`config.mk`:
```
export PLATFORM = sky130hd
export DESIGN_NAME = dft_sink
export DESIGN_NICKNAME = d
export VERILOG_FILES = /design/src/dft_pkg.sv /design/src/dft_sink.sv
export SDC_FILE = /design/constraint.sdc
export NUM_CORES = 1
export LEC_CHECK = 0
export BUFFER_PORTS_ARGS = -buffer_cell sky130_fd_sc_hd__buf_4
export CORE_ASPECT_RATIO = 0.5
export CORE_MARGIN = 1
export CORE_UTILIZATION = 34
export DETAILED_ROUTE_END_ITERATION = 7
export PLACE_DENSITY = 0.68
export SETUP_SLACK_MARGIN = 0.2
export SLEW_MARGIN = 30
export SYNTH_ARGS = -nofsm -noshare
export SYNTH_HDL_FRONTEND = slang
export SYNTH_SLANG_ARGS = --single-unit
export TNS_END_PERCENT = 1
```
`constraint.sdc`:
```
create_clock -name clk -period 1.5 [get_ports clk]
set_input_delay 0.3 -clock clk [delete_from_list [all_inputs] [get_ports clk]]
set_output_delay 0.3 -clock clk [all_outputs]
set_load 0.02 [all_outputs]
```
`src/dft_pkg.sv`:
```
`default_nettype none

package dft_pkg;

	// --------------------
	// widths
	// --------------------
	localparam int SAMPLE_W = 16;
	localparam int ADDR_W = 4;
	localparam int TWDL_W = 16;

	// --------------------
	// frame geometry
	// --------------------
	localparam int DFT_POINTS = 16;
	localparam int RADIX = 4;
	localparam int NUM_STAGES = 2;

	// twiddles are Q14, so 16384 is unity
	localparam int TWDL_FRAC = 14;
	// credits held by the output side after reset
	localparam int OUT_CREDITS = 4;
	// butterfly, twiddle lookup, multiply
	localparam int CORE_LATENCY = 3;

	// one real or imaginary part
	typedef logic signed [SAMPLE_W-1:0] sample_t;
	// one frame RAM word
	typedef logic [ADDR_W-1:0] addr_t;
	// twiddle coefficient
	typedef logic signed [TWDL_W-1:0] twdl_t;
	// pass index
	typedef logic [$clog2(NUM_STAGES)-1:0] stage_t;

	// frame FSM
	typedef enum logic [2:0] {
		IDLE,
		SINK,
		RD,
		WAIT_WR,
		SOURCE
	} frame_state_t;

	// --------------------
	// W16^k = cos - j sin
	// --------------------
	// real part, round(16384 * cos(2*pi*k/16))
	localparam twdl_t TWDL_COS [DFT_POINTS] = '{
		16'sd16384, 16'sd15137, 16'sd11585, 16'sd6270,
		16'sd0, -16'sd6270, -16'sd11585, -16'sd15137,
		-16'sd16384, -16'sd15137, -16'sd11585, -16'sd6270,
		16'sd0, 16'sd6270, 16'sd11585, 16'sd15137
	};

	// imaginary part, sign already folded in
	localparam twdl_t TWDL_SIN [DFT_POINTS] = '{
		16'sd0, -16'sd6270, -16'sd11585, -16'sd15137,
		-16'sd16384, -16'sd15137, -16'sd11585, -16'sd6270,
		16'sd0, 16'sd6270, 16'sd11585, 16'sd15137,
		16'sd16384, 16'sd15137, 16'sd11585, 16'sd6270
	};

endpackage

`default_nettype wire
```
`src/dft_sink.sv`:
```
`timescale 1ns/1ps
`default_nettype none

module dft_sink import dft_pkg::*; (
	input wire clk,
	input wire rst_n,
	input wire active,
	input wire in_sop,
	input wire in_valid,
	input wire sample_t in_re,
	input wire sample_t in_im,
	output logic wr_en,
	output addr_t wr_addr,
	output sample_t wr_re,
	output sample_t wr_im,
	output logic sink_done
);

	// samples taken so far, doubles as the write address
	addr_t cnt;
	logic accept;

	// first sample needs sop, the rest only need valid
	// nothing is taken in the cycle that closes the frame
	assign accept = active && in_valid && !sink_done && (in_sop || cnt != '0);

	// --------------------
	// count and strobes
	// --------------------
	always_ff @(posedge clk) begin
		if (!rst_n) begin
			cnt <= '0;
			wr_en <= 1'b0;
			sink_done <= 1'b0;
		end else begin
			wr_en <= accept;
			// pulse lines up with the last write
			sink_done <= accept && (cnt == addr_t'(DFT_POINTS - 1));
			if (accept) begin
				cnt <= cnt + 1'b1;
			end
		end
	end

	// natural order, sample i goes to word i
	always_ff @(posedge clk) begin
		wr_addr <= cnt;
		wr_re <= in_re;
		wr_im <= in_im;
	end

endmodule

`default_nettype wire

```
[Word-level counts from Yosys, hierarchy flattened]
Index checks and enable logic that the tools add are counted.
Operators by class
  $add $sub $neg: 1
  equality and inequality tests: 1
  reductions and logical operators: 7
Operator list (number)
  adder 4 x 1 -> 4 bit, second input constant: 1
  equality test 4 bit, second input constant: 1
  logical AND 1 bit: 4
  nonzero test 4 bit: 1
  logical NOT 1 bit: 1
  logical OR 1 bit: 1
Storage, ports and cells
  register bits after elaboration: 42
  input port bits: 37
  output and inout port bits: 38

[Depth between registers and ports, before layout]
  word-level depth: 4
  mapped depth: 5

[Worst setup path after synthesis]
OpenSTA, ideal clock, no wires.
  kind: reg2reg
  from: reg cnt[0]
  to: reg cnt[2]
  setup time: 0.070 ns
  arrival: 1.310 ns
  data required time: 1.430 ns
  setup slack: 0.120 ns
  stages on the path, launching flop included: 6
  buffers on the path: 0
  cells stage by stage: dfxtp_1 > inv_1 > ha_1 > nor4b_1 > or4_1 > a21boi_1
Between the ends
  longest elaborated chain between the ends: 3
RTL lines
  start, declared: RTL line dft_sink.sv:20  | addr_t cnt;
  start signal, assigned: RTL line dft_sink.sv:40  | cnt <= cnt + 1'b1;
  branches (longest 3 deep; another with adder 4 x 1 -> 4 bit)
Several ways; the timed one is not identified.
A chain may end at the register's enable or synchronous reset.

[Worst setup path in the final report]
  from: reg cnt[1]
  to: reg cnt[2]
Same word-level chain as after synthesis.

==> flow_summary.toml <==
[pwr]
power.net_switching_mw = 0.467
combinationalPowerShare_pct = 10.6
power_per_cell_area_mw_per_mm2 = 1290
total_leakage_power_nw = 0.851
net_sw_share_pct = 20.3
internal_power_mw = 1.83
clock_share_of_power_pct = 38.1
power_frac_seq_pct = 51.3
vdd.ir_drop.worst_uv = 567

[worst_hold_path]
holdCritPathClass = "input pin to flop"

[logic_synthesis]
post_synth_main_area_contributors = "dfxtp_1 (84%), ha_1 (2.5%), mux2i_1 (2.0%)"
synthTopCellsByCount = "dfxtp_1 (42), nand2_1 (5), inv_1 (3)"
synth-async-reset-ratio_pct = 0
synth.distinct_cells = 18
postSynth.topFlopCell = "dfxtp_1"
ys.warnings.count = 0
cell_type_with_the_highest_aggregate_area_in_the_netlist = "dfxtp_1"
synthesis.area_mm2 = 0.00100
synth_net_count = 107
syn_inst = 68
synth.avg_cell_area_um2 = 14.8
synth_top_area_share_pct = 83.7
synth_most_common_cell = "dfxtp_1"
number_of_enable_flip_flop_cells_after_synthesis = 0
synth-seq-area-share_pct = 83.7
postSynthRegisterBits = 42

[status]
outcome = "finished, final reports clean"

[sta]
rsz0062_at_grt = "true"
timing.final.hold_violations = 0
slew_headroom_pct = 81.5
setup_viol = 0
skew_ns = 0.00143
final-max-slew-violation-count = 0
timing_limited_maximum_frequency_ghz = 0.750
totalNegativeSetupSlack_ns = 0
period_needed_ns = 1.33
worst_pin_slew_ns = 0.277
layout_worst_path_cycle_share_pct = 88.9

[worst_setup_path]
slowest_delay_ns = 0.47
start_kind = "flop"
critical_path_required_ns = 1.71
slowest_stage = "or4_1"
crit_fanout = 3
crit_family = "simple AND/OR/NAND/NOR gates"
timing.critical_path.arrival_ns = 1.55
critical_path_class = "flop to flop"
worst_path_buffer_plus_inverter_count = 1
crit_path_end_kind = "flop"
cell_chain_of_the_critical_path = "inv_2 -> ha_4 -> nor4b_4 -> or4_1 -> a21boi_1"

[routing]
route.final.wire_length_mm = 2.24
num_vias = 765
antenna_left = 0
routed_wire_length_per_instance_um = 11.9
drc_errors = 0
drtPass1Iterations = 2
drt_iter0_markers = 16
via_density = 4.05

[grt]
grt_max_degree = 13
grt_first_pass_wirelength_mm = 3.18
grt_pass1_vias = 700
number_of_antenna_violations_at_the_first_check_in_global_routing = 0
grt.overflow.total = 0
grt_util_all_layers_pct = 14.3

[cts]
clock_tree.buffer_depth = 2
cts_hold_buf = 0
cts.root.buffer_cell = "clkbuf_8"
number_of_clock_buffers_inserted_by_tritoncts = 5
clkSinkCount = 42
ctsHtreeMaxLevel = 2
clk_pin_slew_ns = 0.07
insertion_delay_ns = 0.28
tritoncts = "built"

[place]
dp.final_hpwl_mm = 1.74
port_buffer_cells = 74
placedInstanceArea_mm2 = 0.00162
place_congestion = 0.725

[finish]
flow.area_growth_from_synthesis_pct = 78.0
post-route-cell-area_mm2 = 0.00179
share_of_final_layout_standard_cells_stronger_than_drive_strength_1_pct = 60.5
antenna_cells = 0
numnets_final = 191

[floorplanning]
die_area_mm2 = 0.00319
die_h_um = 40.4
initial_util_pct = 37.2
fp.coreArea_mm2 = 0.00270
fp-row-count = 13
pin_count = 75
die_w_um = 78.9

[run]
cap_viol_max_count = 0
final timing paths:
path                               to                 from  cells past startpoint  slack (ns)
setup / recovery  cnt[2]$_SDFFE_PN0P_  cnt[1]$_SDFFE_PN0P_                      5        0.17
hold / removal       wr_im[8]$_DFF_P_             in_im[8]                      1        0.12
setup reg to reg  cnt[2]$_SDFFE_PN0P_  cnt[1]$_SDFFE_PN0P_                      5        0.17
hold reg to reg    wr_addr[2]$_DFF_P_  cnt[2]$_SDFFE_PN0P_                      0        0.44
worst reg2reg max path, cell delays in order (launching register included):
cell and delay (ns):
dfxtp_2 0.35, inv_2 0.05, ha_4 0.15, nor4b_4 0.12
or4_1 0.47, a21boi_1 0.13
power by group through the flow:
stage,Sequential [mW],Clock [mW],Combinational [mW]
6_report,1.18,0.876,0.243
3_5_place_dp,1.21,0,0.232
2_1_floorplan,1.27,0,0.0194
5_1_grt,1.19,0.958,0.259
3_3_place_gp,1.21,0,0.229
4_1_cts,1.18,0.900,0.245
routing by layer:
metal / up-vias / track usage [%] / share of wire, %
met3: 3 / 4.32 / 2.9
li1: 384 / - / -
met2: 14 / 24.6 / 55
met1: 364 / 16.7 / 42
met5: - / 0 / 0
met4: 0 / 9.09 / 0.71
sequential cells by signal, summed over array words and instances, names as in the netlist:
register,flops
wr_im,16
wr_re,16
cnt,4
wr_addr,4
sink_done,1
wr_en,1
through the flow:
stage / std cells / util [%] / total power, mW / setup slack (ns) / hold slack, ns
4_1_cts: 189 / 66.2 / 2.33 / 0.157 / 0.107
3_5_place_dp: 178 / 60.1 / 1.44 / 0.111 / 0.388
2_1_floorplan: 68 / - / 1.29 / 0.185 / 0.328
6_report: 189 / 66.2 / 2.30 / 0.167 / 0.117
5_1_grt: 189 / 66.2 / 2.40 / 0.0989 / 0.0946
3_3_place_gp: 178 / 60.1 / 1.44 / 0.158 / 0.381
cell families (layout without fill, tap and decap cells):
group | count (synthesis) | count (layout) | synth area share [%]
AOI/OAI and AO/OA | 4 | 4 | 2.74
adders and majority gates | 2 | 2 | 2.49
buffers and inverters | 4 | 88 | 1.49
DFF | 42 | 42 | 83.7
muxes | 2 | 2 | 1.99
and+or+nand+nor | 14 | 14 | 7.60
what timing repair did:
item                                    in CTS  in global routing
cloned                                       0                  0
setup buffers                                4                  0
pin swaps                                    3                  1
gates resized for setup                      3                  0
endpoints found under the setup margin       1                  1
area by class of cell:
class,instances,area (um2)
repair buffers,78,586
well taps,37,46.3
inverters,3,11.3
clock inverters,1,30.0
clock buffers,6,82.6
multi-input cells,22,189
flip-flops and latches,42,843
fillers,211,912
cell usage in the layout, fill, tap and decap left out, types with 2 or more instances in the layout:
cell type,count
nor2_1,2
dfxtp_2,2
buf_4,78
dfxtp_1,40
ha_4,2
nand2_1,5
clkbuf_8,6
inv_2,2
mux2i_1,2
(Power assumes the default switching activity.)
