## src/dft_pkg.sv

```systemverilog
`default_nettype none

package dft_pkg;

	// --------------------
	// widths
	// --------------------
	localparam int SAMPLE_W = 16;
	localparam int ADDR_W = 4;
	localparam int TWDL_W = 16;

	// --------------------
	// frame geometry
	// --------------------
	localparam int DFT_POINTS = 16;
	localparam int RADIX = 4;
	localparam int NUM_STAGES = 2;

	// twiddles are Q14, so 16384 is unity
	localparam int TWDL_FRAC = 14;
	// credits held by the output side after reset
	localparam int OUT_CREDITS = 4;
	// butterfly, twiddle lookup, multiply
	localparam int CORE_LATENCY = 3;

	// one real or imaginary part
	typedef logic signed [SAMPLE_W-1:0] sample_t;
	// one frame RAM word
	typedef logic [ADDR_W-1:0] addr_t;
	// twiddle coefficient
	typedef logic signed [TWDL_W-1:0] twdl_t;
	// pass index
	typedef logic [$clog2(NUM_STAGES)-1:0] stage_t;

	// frame FSM
	typedef enum logic [2:0] {
		IDLE,
		SINK,
		RD,
		WAIT_WR,
		SOURCE
	} frame_state_t;

	// --------------------
	// W16^k = cos - j sin
	// --------------------
	// real part, round(16384 * cos(2*pi*k/16))
	localparam twdl_t TWDL_COS [DFT_POINTS] = '{
		16'sd16384, 16'sd15137, 16'sd11585, 16'sd6270,
		16'sd0, -16'sd6270, -16'sd11585, -16'sd15137,
		-16'sd16384, -16'sd15137, -16'sd11585, -16'sd6270,
		16'sd0, 16'sd6270, 16'sd11585, 16'sd15137
	};

	// imaginary part, sign already folded in
	localparam twdl_t TWDL_SIN [DFT_POINTS] = '{
		16'sd0, -16'sd6270, -16'sd11585, -16'sd15137,
		-16'sd16384, -16'sd15137, -16'sd11585, -16'sd6270,
		16'sd0, 16'sd6270, 16'sd11585, 16'sd15137,
		16'sd16384, 16'sd15137, 16'sd11585, 16'sd6270
	};

endpackage

`default_nettype wire
```

## src/dft_source.sv

```systemverilog
`timescale 1ns/1ps
`default_nettype none

module dft_source import dft_pkg::*; (
	input wire clk,
	input wire rst_n,
	input wire active,
	input wire out_credit,
	output logic rd_en,
	output addr_t rd_addr,
	input wire sample_t rd_re,
	input wire sample_t rd_im,
	output logic out_valid,
	output logic out_sop,
	output logic out_eop,
	output sample_t out_re,
	output sample_t out_im,
	output logic source_done
);

	localparam int CRED_W = $clog2(OUT_CREDITS + 1);

	logic [CRED_W-1:0] credit;
	// output index i
	addr_t rd_cnt;
	logic rd_fin;
	logic [1:0] rd_vld_d;
	addr_t out_cnt;

	// digit reversal, word 4*(i mod 4) + i/4
	assign rd_addr = {rd_cnt[1:0], rd_cnt[3:2]};
	// stall the read counter when out of credits
	assign rd_en = active && !rd_fin && (credit != '0);

	// --------------------
	// credits and reads
	// --------------------
	// a credit is taken at read issue, so every word in flight owns one
	always_ff @(posedge clk) begin
		if (!rst_n) begin
			credit <= CRED_W'(OUT_CREDITS);
			rd_cnt <= '0;
			rd_fin <= 1'b0;
		end else begin
			credit <= credit - CRED_W'(rd_en) + CRED_W'(out_credit);
			if (rd_en) begin
				rd_cnt <= rd_cnt + 1'b1;
				if (rd_cnt == addr_t'(DFT_POINTS - 1)) begin
					rd_fin <= 1'b1;
				end
			end else if (!active) begin
				rd_fin <= 1'b0;
			end
		end
	end

	// --------------------
	// output
	// --------------------
	always_ff @(posedge clk) begin
		if (!rst_n) begin
			rd_vld_d <= '0;
			out_cnt <= '0;
			out_valid <= 1'b0;
			out_sop <= 1'b0;
			out_eop <= 1'b0;
			source_done <= 1'b0;
		end else begin
			rd_vld_d <= {rd_vld_d[0], rd_en};
			out_valid <= rd_vld_d[1];
			out_sop <= rd_vld_d[1] && (out_cnt == '0);
			out_eop <= rd_vld_d[1] && (out_cnt == addr_t'(DFT_POINTS - 1));
			source_done <= rd_vld_d[1] && (out_cnt == addr_t'(DFT_POINTS - 1));
			if (rd_vld_d[1]) begin
				out_cnt <= out_cnt + 1'b1;
			end
		end
	end

	// one-entry hold, keeps the last word until the next arrives
	always_ff @(posedge clk) begin
		if (rd_vld_d[1]) begin
			out_re <= rd_re;
			out_im <= rd_im;
		end
	end

endmodule

`default_nettype wire

```

## config.mk

```make
export PLATFORM = sky130hd
export DESIGN_NAME = dft_source
export DESIGN_NICKNAME = d
export VERILOG_FILES = /design/src/dft_pkg.sv /design/src/dft_source.sv
export SDC_FILE = /design/constraint.sdc
export NUM_CORES = 1
export LEC_CHECK = 0
export BUFFER_PORTS_ARGS = -buffer_cell sky130_fd_sc_hd__buf_2
export CELL_PAD_IN_SITES_DETAIL_PLACEMENT = 1
export CELL_PAD_IN_SITES_GLOBAL_PLACEMENT = 1
export CORE_UTILIZATION = 35
export DETAILED_ROUTE_END_ITERATION = 6
export HOLD_SLACK_MARGIN = 0.12
export PLACE_DENSITY = 0.76
export SYNTH_ARGS = -nofsm -noshare
export SYNTH_HDL_FRONTEND = slang
export SYNTH_SLANG_ARGS = --single-unit
```

## constraint.sdc

```tcl
create_clock -name clk -period 2.32 [get_ports clk]
set_input_delay 0.116 -clock clk [delete_from_list [all_inputs] [get_ports clk]]
set_output_delay 0.116 -clock clk [all_outputs]
set_load 0.1 [all_outputs]
```

# Word level (Yosys, flattened, before mapping)
# Index checks and enable logic that the tools add are counted.
classes:
  n_addsub: 4
  n_eq_ne: 4
  muxes: 3
  n_reduce_logical: 8
ops:
  columns: ["operator", "n"]
  rows:
  - ["adder 4 x 1 -> 4 bit, second input constant", 2]
  - ["equality test 4 bit, second input constant", 2]
  - ["logical AND 1 bit", 4]
  - ["zero test 4 bit", 1]
  - ["inequality test 2 x 1 -> 1 bit, second input constant", 2]
  - ["adder 3 x 1 -> 3 bit", 1]
  - ["two-way mux 1 bit", 3]
  - ["nonzero test 3 bit", 1]
  - ["subtractor 3 x 1 -> 3 bit", 1]
  - ["AND reduction 2 bit", 1]
  - ["zero test 1 bit", 1]
word_totals:
  regBits: 49
  inputBits: 36
  output_inout_bits: 41
  wordCells: 29

# Longest topological paths before layout
# Gate-level depths: netlist of run 1.
logic_depth:
  depth_word: 5
  ltp_mapped: 9
  depth_no_buf: 8

# Worst setup path before layout of run 1
# Ideal clock, no wire load.
synth_timing:
  kind: "register to register"
  from: "reg rd_cnt[0]"
  to: "reg rd_cnt[2]"
  setup_time_ps: 72
  t_arrival_ps: 1926
  required_time_ps: 2248
  slack_ps: 322
  stages_incl_launch_ff: 5
  n_path_buf: 0
  synth_period_minus_slack_ps: 1998
  cell_sequence: "dfxtp_1 > ha_1 > inv_1 > or4_1 > a21oi_1"
synth_between:
  elab_chain_cells: 1
synth_lines:
  columns: ["element", "line", "text"]
  rows:
  - ["start: declaration", "dft_source.sv:25", "addr_t rd_cnt;"]
  - ["start signal: assignment", "dft_source.sv:47", "rd_cnt <= rd_cnt + 1'b1;"]
  - ["adder 4 x 1 -> 4 bit", "dft_source.sv:47", null]
# Every way passes these cells.
# A chain may end at the register's enable or synchronous reset.

# Worst setup path in the final report of run 1
layout_timing:
  from: "in active"
  to: "reg credit[2]"
layout_between:
  elab_chain_cells: 4
layout_lines:
  columns: ["element", "line", "text"]
  rows:
  - ["start: declaration", "dft_source.sv:7", "input wire active,"]
  - ["logical AND 1 bit (2 in a row)", "dft_source.sv:33", "assign rd_en = active && !rd_fin && (credit != '0);"]
  - ["subtractor 3 x 1 -> 3 bit", "dft_source.sv:45", "credit <= credit - CRED_W'(rd_en) + CRED_W'(out_credit);"]
  - ["adder 3 x 1 -> 3 bit", "dft_source.sv:45", null]
  - ["end signal: assignment", "dft_source.sv:41", "credit <= CRED_W'(OUT_CREDITS);"]
  - ["end signal: assignment", "dft_source.sv:45", null]
  - ["end: declaration", "dft_source.sv:23", "logic [CRED_W-1:0] credit;"]
# Every way passes these cells.

==> results of run 1 <==
cell type report:
| class | instances | area share (%) |
|---|---|---|
| Inverter | 6 | 0.879 |
| Clock buffer | 5 | 2.69 |
| Multi-Input combinational cell | 48 | 12.8 |
| Timing Repair Buffer | 112 | 28.7 |
| Tap cell | 52 | 2.54 |
| Clock inverter | 3 | 1.61 |
| Sequential cell | 49 | 50.8 |
logic make-up after synthesis:
logic type	after synthesis	share of synthesized area, %
adder cells (fa/ha/maj)	5	4.20
flip-flops	49	78.0
AO/OA/AOI/OAI	9	3.30
multiplexers	1	0.600
buffers and inverters	9	2.55
AND/OR/NAND/NOR	28	8.77
XOR/XNOR	5	2.62
worst paths after layout:
kind	endpoint	depth (start not counted)	slack [ns]
worst min register to register	rd_vld_d[1]$_SDFF_PN0_	1	0.46
worst min-delay path	credit[0]$_SDFF_PN0_	3	0.15
worst max-delay path	credit[2]$_SDFF_PN1_	10	0.27
worst max register to register	credit[2]$_SDFF_PN1_	8	0.32
metrics by stage:
stage | power, W | setup slack, ns | utilization, % | cell area (um^2)
floorplan | 0.00143 | 0.322 | - | 1670
global placement | 0.00151 | 0.430 | 47.1 | 2110
detailed placement | 0.00154 | 0.261 | 47.1 | 2110
CTS | 0.00217 | 0.154 | 57.2 | 2560
global route | 0.00225 | 0.157 | 57.3 | 2560
finish | 0.00217 | 0.274 | 57.3 | 2560
state kept, by name, summed over array words and instances (netlist names):
register / cells
out_re: 16
rd_cnt: 4
out_sop: 1
rd_vld_d: 2
credit: 3
rd_fin: 1
out_im: 16
out_valid: 1
out_cnt: 4
source_done: 1
synth_stat cells:
cell      instances  area, um^2
o31ai_1           2        15.0
nand3_1           3        15.0
or3_1             2        12.5
or3b_1            1        8.76
a21oi_1           4        20.0
xnor2_1           3        26.3
nor4b_1           1        8.76
nor2_1            7        26.3
nor3_1            2        10.0
buf_4             2        15.0
mux2i_1           1        10.0
buf_2             1        5.00
o211a_1           1        10.0
xor2_1            2        17.5
dfxtp_1          17         340
edfxtp_1         32         961
ha_1              4        50.1
fa_1              1        20.0
or4_1             2        15.0
nand4_1           1        6.26
o21ai_0           2        10.0
nand2b_1          1        6.26
clkinv_1          1        3.75
and2_1            3        18.8
nand2_1           5        18.8
inv_1             5        18.8
power by group:
| group | internal [W] | switching [W] | total (W) |
|---|---|---|---|
| Clock | 0.000317 | 0.000281 | 0.000598 |
| Sequential | 0.000993 | 0.0000401 | 0.00103 |
| Combinational | 0.000153 | 0.000386 | 0.000540 |
| Total | 0.00146 | 0.000707 | 0.00217 |
repair_timing:
action                                  4_1_cts  5_1_grt
endpoints found under the setup margin        0        1
hold endpoints to repair                     34        0
hold buffers                                 34        0
resized for setup                             0        1
critical path: stages:
cell and delay [ns]:
dlygate4sd3_1 0.53, buf_2 0.13, nand2b_2 0.17, or3_1 0.18, nand2_1 0.06, ha_1 0.18
fa_1 0.40, xnor2_1 0.24, xnor2_1 0.15, nand2_1 0.07
placed cells by master (no fill, tap or decap), drive strengths merged:
master       instances
clkinvlp             1
o31ai                2
nand2                5
o211a                1
nor3                 2
dfxtp               17
buf                 78
or3                  2
o21ai                2
or3b                 1
nand4                1
mux2i                1
nand2b               1
nor4b                1
clkinv               2
and2                 3
dlygate4sd3         34
nand3                3
xor2                 2
bufinv               1
or4                  2
xnor2                3
edfxtp              32
clkbuf               5
ha                   4
nor2                 7
inv                  5
a21oi                4
fa                   1
layer usage:
metal	track usage, %	vias up
met3	6.41	4
met5	0	-
met2	36.4	65
li1	-	606
met1	22.4	628
met4	6.89	0
==> impl_metrics.toml, run 1 <==
[outcome]
status = "finished with violations"
failed_checks = "DRC"

[clock_tree]
numCtsBuffers = 5
cts_tree = "yes"
root_buffer = "clkbuf_8"
clkTransAtPathRegs_ns = 0.09
cts.sinks = 49
cts_htree_levels = 2
clock_path_buffers = 2
clock_latency_ns = 0.30
cts_setup_buffers = 0

[global_routing]
gr-total-overflow = 0
grt_pass1_vias = 1349
grt_pass1_wl_mm = 7.33
antenna_found_initial = 0
grt_max_degree = 28
grt_util_all_layers_pct = 20.2

[route]
avgRoutedWirePerCell_um = 17.6
drtIter0Drc = 109
met2RoutedLength_mm = 2.53
routed-wl-met3_um = 415
dr.pass1.iters = 7
drc = 13
vias_per_cell = 4.74
routed.top_layer = "met4"
wl_mm = 4.85
wl_met1_mm = 1.85
vias = 1303
postRouteAntennaNets = 0

[die]
fp.dieH_um = 71.1
start_util_pct = 37.3
die_x_um = 71.1
dieArea_um2 = 5050
row_count = 24
ios = 77
core_um2 = 4470

[finish]
fillCellCount = 458
multi_input_area_um2 = 328
regArea_um2 = 1300
fin_cells = 275
diodes = 0
layout-drive-gt1-share_pct = 38.6
area_delta_synth_final_pct = 53.5
nets = 263

[timing]
worst_pin_slew_ns = 0.518
slew_headroom_pct = 65.7
min_period_ns = 2.05
min_period_over_period_pct = 88.2
final_max_slew_viol_count = 0
hold_slack_ns = 0.155
setup_viol_count_final = 0
hold_viol = 0
rsz0062_at_grt = "false"
fin_skew_ns = 0.00542
tns_ns = 0
fmax_ghz = 0.489

[synthesis]
synth_cell_type_count = 26
synth_warnings = 0
syn_nets = 147
syn_area_um2 = 1670
ys_seq_area_share_pct = 78.0
synth_seq_cells = 49
netlist_instances = 106
syn_avg_cell_area_um2 = 15.7

[placement]
gp_congestion = 0.693
hpwl_mm = 2.87
place_inst = 233
portBuffers = 76

[power_and_ir_drop]
p_leak_nw = 1.09
ir_drop_v = 0.000490
power.density_nw_per_um2 = 847

[critical_path]
path_class = "primary input to flop"
worstPathRequired_ns = 2.51
end_kind = "flop"
worstPathArrival_ns = 2.24
path_max_fanout = 12
timing.rr.start = "credit[1]$_SDFF_PN0_"
crit_path_start = "active"
start_kind = "primary input"

[hold_path]
hold_class = "primary input to flop"
min-delay-start = "out_credit"

[run]
maxCapViolations = 0
(Power assumes the default switching activity.)
==> run 2, diff against run 1 <==
--- a/config.mk
+++ b/config.mk
@@ -5,9 +5,11 @@
 export SDC_FILE = /design/constraint.sdc
 export NUM_CORES = 1
 export LEC_CHECK = 0
+export ABC_CLOCK_PERIOD_IN_PS = 2320
 export BUFFER_PORTS_ARGS = -buffer_cell sky130_fd_sc_hd__buf_2
 export CELL_PAD_IN_SITES_DETAIL_PLACEMENT = 1
 export CELL_PAD_IN_SITES_GLOBAL_PLACEMENT = 1
+export CORE_ASPECT_RATIO = 1.1
 export CORE_UTILIZATION = 35
 export DETAILED_ROUTE_END_ITERATION = 6
 export HOLD_SLACK_MARGIN = 0.12
==> run 2 against run 1 <==
Against the previous run:
- the run now ends clean
- largest cell class unchanged
- sequential share of layout area fell by 0.12 points
- clock skew grew 0.0018 ns
- flip-flop and latch count unchanged
- combinational power rose by 0.7%
- highest routed layer unchanged
- setup slack worse by 0.10 ns
==> impl_metrics.toml, run 2 (same netlist as run 1, synthesis figures left out) <==
[placement]
gp_congestion = 0.680
portBuffers = 76
hpwl_mm = 2.97

[power_and_ir_drop]
totalPowerFinal_w = 0.00220
p_leak_nw = 1.10
power.density_nw_per_um2 = 858
ir_drop_v = 0.000364

[timing]
worst_pin_slew_ns = 0.511
slew_headroom_pct = 66.2
fin_skew_ns = 0.00718
fmax_ghz = 0.466
min_period_over_period_pct = 92.5
tns_ns = 0
setup_viol_count_final = 0
final_max_slew_viol_count = 0
min_period_ns = 2.15
rsz0062_at_grt = "false"
hold_viol = 0

[finish]
fillCellCount = 473
mostFrequentLayoutCell = "buf_2"
area_delta_synth_final_pct = 53.9
nets = 263
diodes = 0
mostFrequentLayoutCells = "buf_2, dlygate4sd3_1, edfxtp_1"
reg_top3 = "out_im (16), out_re (16)"
layout-drive-gt1-share_pct = 38.1

[global_routing]
grt_pass1_vias = 1345
grt_util_all_layers_pct = 20.5
grt_pass1_wl_mm = 7.11
gr-total-overflow = 0
antenna_found_initial = 0
grt_max_degree = 32

[clock_tree]
cts_tree = "yes"
root_buffer = "clkbuf_8"
numCtsBuffers = 5
cts.sinks = 49
cts_htree_levels = 2
clock_path_buffers = 2
clkTransAtPathRegs_ns = 0.08
clock_latency_ns = 0.30

[route]
vias = 1291
drc = 0
avgRoutedWirePerCell_um = 17.7
wl_mm = 4.91
dr.pass1.iters = 4
postRouteAntennaNets = 0
vias_per_cell = 4.66
drtIter0Drc = 42

[outcome]
status = "finished, final reports clean"

[critical_path]
path_max_fanout = 12
timing.rr.start = "rd_fin$_SDFFE_PN0P_"
path_class = "primary input to flop"
crit_path_start = "active"
reg2reg_depth = 8
critPathCapture = "credit[2]$_SDFF_PN1_"
end_kind = "flop"
worstPathArrival_ns = 2.34
worstPathRequired_ns = 2.51
rrSetupSlack_ns = 0.26
reg2reg_to = "credit[2]$_SDFF_PN1_"
start_kind = "primary input"

[die]
ios = 77
fp.dieH_um = 74.4
start_util_pct = 37.6
core_um2 = 4440
die_x_um = 67.8
row_count = 25
dieArea_um2 = 5050

[hold_path]
hold_class = "primary input to flop"
min-delay-start = "out_credit"

[run]
maxCapViolations = 0
-- run 2: cell types whose count changed in the layout (fill, tap and decap cells not counted), sizes merged --
cell / previous run / this run
clkinvlp: 1 / 0
clkbuf: 5 / 7
clkinv: 2 / 1
-- run 2: critical path, cell delays in order --
cell and delay (ns):
dlygate4sd3_1 0.52, buf_2 0.12, nand2b_1 0.28, or3_1 0.21, nand2_1 0.07, ha_1 0.19, fa_1 0.39, xnor2_1 0.19
xnor2_1 0.16, nand2_1 0.08
-- run 2: repair_timing --
item / in CTS / in global routing
hold buffers: 34 / 0
buffers inserted: 0 / 0
resized for setup: 0 / 0
endpoints found under the hold margin: 34 / 0
setup endpoints to repair: 0 / 0
-- run 2: worst min-delay path by stage --
stage          slack (ns)              endpoint  depth (start not counted)
3_3_place_gp         0.29   out_im[7]$_DFFE_PP_                          1
3_5_place_dp         0.29   out_im[7]$_DFFE_PP_                          1
2_1_floorplan        0.18  credit[2]$_SDFF_PN1_                          1
5_1_grt              0.19  credit[0]$_SDFF_PN0_                          3
4_1_cts              0.15  credit[0]$_SDFF_PN0_                          3
6_report             0.16  credit[0]$_SDFF_PN0_                          3
-- run 2: report_power, final --
part           total, W  internal (W)  switching, W
registers       0.00103      0.000993     0.0000357
clock network  0.000631      0.000352      0.000280
logic          0.000544      0.000153      0.000391
-- run 2: metrics by stage --
stage	util [%]	worst slack [ns]	hold WS (ns)	cell area (um^2)	instances
2_1_floorplan	-	0.322	0.178	1670	106
6_report	57.8	0.174	0.161	2570	277
3_3_place_gp	47.5	0.424	0.293	2110	235
4_1_cts	57.8	0.182	0.150	2570	277
5_1_grt	57.8	0.109	0.189	2570	277
3_5_place_dp	47.5	0.274	0.294	2110	235
-- run 2: area by class of cell --
class / count / area, um^2 / share of cell area (%)
clock buffers: 7 / 86.3 / 3.36
clock inverters: 1 / 30.0 / 1.17
inverters: 6 / 22.5 / 0.877
multi-input cells: 48 / 325 / 12.7
flip-flops and latches: 49 / 1300 / 50.7
well taps: 54 / 67.6 / 2.63
repair buffers: 112 / 736 / 28.6
-- run 2: routing by layer --
metal  routed length [um]  GRT usage (%)  up-vias
met3                  454           6.75        9
met5                    0              0        -
met2                 2390           36.2       71
li1                     -              -      605
met1                 1970           22.2      606
met4                   93           8.56        0
==> run 3, diff against run 2 <==
--- a/config.mk
+++ b/config.mk
@@ -5,12 +5,14 @@
 export SDC_FILE = /design/constraint.sdc
 export NUM_CORES = 1
 export LEC_CHECK = 0
+export ABC_AREA = 1
 export ABC_CLOCK_PERIOD_IN_PS = 2320
 export BUFFER_PORTS_ARGS = -buffer_cell sky130_fd_sc_hd__buf_2
 export CELL_PAD_IN_SITES_DETAIL_PLACEMENT = 1
 export CELL_PAD_IN_SITES_GLOBAL_PLACEMENT = 1
 export CORE_ASPECT_RATIO = 1.1
 export CORE_UTILIZATION = 35
+export CTS_CLUSTER_SIZE = 14
 export DETAILED_ROUTE_END_ITERATION = 6
 export HOLD_SLACK_MARGIN = 0.12
 export PLACE_DENSITY = 0.76
==> run 3 against run 2 <==
Against the previous run:
- final area rose by 0.73%
- cell count is 7.6% higher
- flip-flop and latch count stayed put
- clock skew about the same
- largest cell class unchanged
- highest routed layer unchanged
==> impl_metrics.toml, run 3 <==
[clock_tree]
numCtsBuffers = 5
root_buffer = "clkbuf_8"
clkTransAtPathRegs_ns = 0.08
cts_tree = "yes"
clock_latency_ns = 0.29
cts_setup_buffers = 0
cts_htree_levels = 2
clock_path_buffers = 2
cts.sinks = 49

[synthesis]
syn_nets = 167
yosys-top-cells-count = "edfxtp_1, nand2_1, dfxtp_1, inv_1, nor2_1"
synth_flop_cell = "edfxtp_1"
synth.most_common_cell = "edfxtp_1"
syn_area_um2 = 1720
ys_seq_area_share_pct = 75.9
async_flop_share_pct = 0
synth_top_area_cell = "edfxtp_1"
netlist_instances = 126
synth_top_cell_area_share_pct = 56.0
synth_warnings = 0
syn_avg_cell_area_um2 = 13.6
synth_cell_type_count = 23
synth_edf_count = 32
synth_seq_cells = 49
yosys-top-cells-area = "edfxtp_1, dfxtp_1, nand2_1"

[global_routing]
gr-total-overflow = 0
grt_pass1_wl_mm = 6.40
grt_pass1_vias = 1363
grt_max_degree = 26
grt_util_all_layers_pct = 17.3
antenna_found_initial = 0

[timing]
worst_pin_slew_ns = 0.507
setup_viol_count_final = 0
tns_ns = 0
hold_viol = 0
fin_skew_ns = 0.00694
rsz0062_at_grt = "false"
slew_headroom_pct = 66.5
fmax_ghz = 0.535
min_period_ns = 1.87
hold_slack_ns = 0.135
min_period_over_period_pct = 80.5
final_max_slew_viol_count = 0

[critical_path]
rrSetupSlack_ns = 0.50
worstPathRequired_ns = 2.55
path_cells = "dlygate4sd3_1, buf_2, nand2_1, a21oi_4, nand2_1, o21ai_0, ha_1, fa_1, or2_2, nand3_1"
crit_path_frequent_cell = "nand2_1"
reg2reg_to = "credit[2]$_SDFF_PN1_"
crit_path_start = "active"
end_kind = "flop"
critPathCapture = "credit[2]$_SDFF_PN1_"
reg2reg_depth = 8
path_class = "primary input to flop"
path_max_fanout = 6
timing.rr.start = "credit[1]$_SDFF_PN0_"
worstPathArrival_ns = 2.10
start_kind = "primary input"
crit_path_max_incr_delay_ns = 0.53
cp_slowest_cell = "dlygate4sd3_1"

[die]
row_count = 26
ios = 77
start_util_pct = 36.6
core_um2 = 4680
fp.dieH_um = 75.4
dieArea_um2 = 5190
die_x_um = 68.8

[power_and_ir_drop]
p_leak_nw = 1.14
power.density_nw_per_um2 = 829
ir_drop_v = 0.000416
totalPowerFinal_w = 0.00214

[run]
maxCapViolations = 0

[finish]
diodes = 0
nets = 282
reg_top3 = "out_im (16), out_re (16)"
mostFrequentLayoutCells = "buf_2, dlygate4sd3_1, edfxtp_1"
layout-drive-gt1-share_pct = 37.6
area_delta_synth_final_pct = 50.8
mostFrequentLayoutCell = "buf_2"
fillCellCount = 501
utilization_pct = 55.2

[route]
dr.pass1.iters = 4
drtIter0Drc = 70
vias_per_cell = 4.55
avgRoutedWirePerCell_um = 14.4
wl_mm = 4.30
postRouteAntennaNets = 0
drc = 0
vias = 1356

[hold_path]
hold_class = "primary input to flop"

[outcome]
status = "finished, final reports clean"

[placement]
gp_congestion = 0.694
portBuffers = 76
hpwl_mm = 3.00
[run 3: cell types whose count changed after synthesis, moves of 2 or more]
| cell | previous run | this run |
|---|---|---|
| nand2_2 | 0 | 2 |
| and2_1 | 3 | 0 |
| or4_1 | 2 | 0 |
| inv_1 | 5 | 17 |
| or3_1 | 2 | 0 |
| xnor2_1 | 3 | 0 |
| nand4_1 | 1 | 3 |
| o31ai_1 | 2 | 0 |
| nand2_1 | 5 | 20 |
[run 3: cells by family after synthesis]
| family | synth area share (%) |
|---|---|
| DFF | 75.9 |
| and+or+nand+nor | 11.0 |
| buffers and inverters | 4.45 |
| AOI/OAI and AO/OA | 4.08 |
| adders and majority gates | 4.08 |
| xor gates and xnor gates | 0.511 |
[run 3: critical path, delay by kind of cell]
family	cells	cell delay (ns)
buffers and inverters	2	0.66
adders and majority gates	2	0.57
and+or+nand+nor	4	0.60
AOI/OAI and AO/OA	2	0.16
[run 3: per-layer routing]
metal,up-vias,part of all wire (%),global-route usage [%]
met1,630,41,19.5
met2,68,48,31.6
met5,-,0,0
met3,4,9.3,4.79
met4,0,1.0,4.76
li1,654,-,-
[run 3: area by class of cell]
cell class / count / area [um^2] / area share (%)
clock buffer: 6 / 82.6 / 3.19
clock inverter: 2 / 13.8 / 0.532
inverter: 17 / 63.8 / 2.47
multi-input combinational: 58 / 338 / 13.1
sequential: 49 / 1300 / 50.3
tap: 56 / 70.1 / 2.71
timing repair buffer: 110 / 718 / 27.8
[run 3: what timing repair did]
item / 4_1_cts / 5_1_grt
hold buffers: 33 / 0
resized for setup: 0 / 0
hold endpoints to repair: 33 / 0
[run 3: power by group]
group	total, W	switching, W	internal (W)
Clock	0.000507	0.000265	0.000242
Sequential	0.00105	0.0000500	0.00100
Combinational	0.000587	0.000437	0.000150
[run 3: how the worst min path moves through the flow]
stage	to	slack (ns)	start	cells after the start
2_1_floorplan	out_im[0]$_DFFE_PP_	0.21	rd_im[0]	0
3_3_place_gp	out_re[11]$_DFFE_PP_	0.29	rd_re[11]	1
3_5_place_dp	out_im[14]$_DFFE_PP_	0.30	rd_im[14]	1
4_1_cts	credit[0]$_SDFF_PN0_	0.13	out_credit	4
5_1_grt	credit[2]$_SDFF_PN1_	0.16	rst_n	2
6_report	credit[0]$_SDFF_PN0_	0.14	out_credit	4
[run 3: through the flow]
step,worst slack (ns),cells,cell area [um^2]
5_1_grt,0.364,298,2590
2_1_floorplan,0.173,126,1720
3_3_place_gp,0.570,257,2160
3_5_place_dp,0.500,257,2160
4_1_cts,0.443,298,2590
6_report,0.451,298,2590
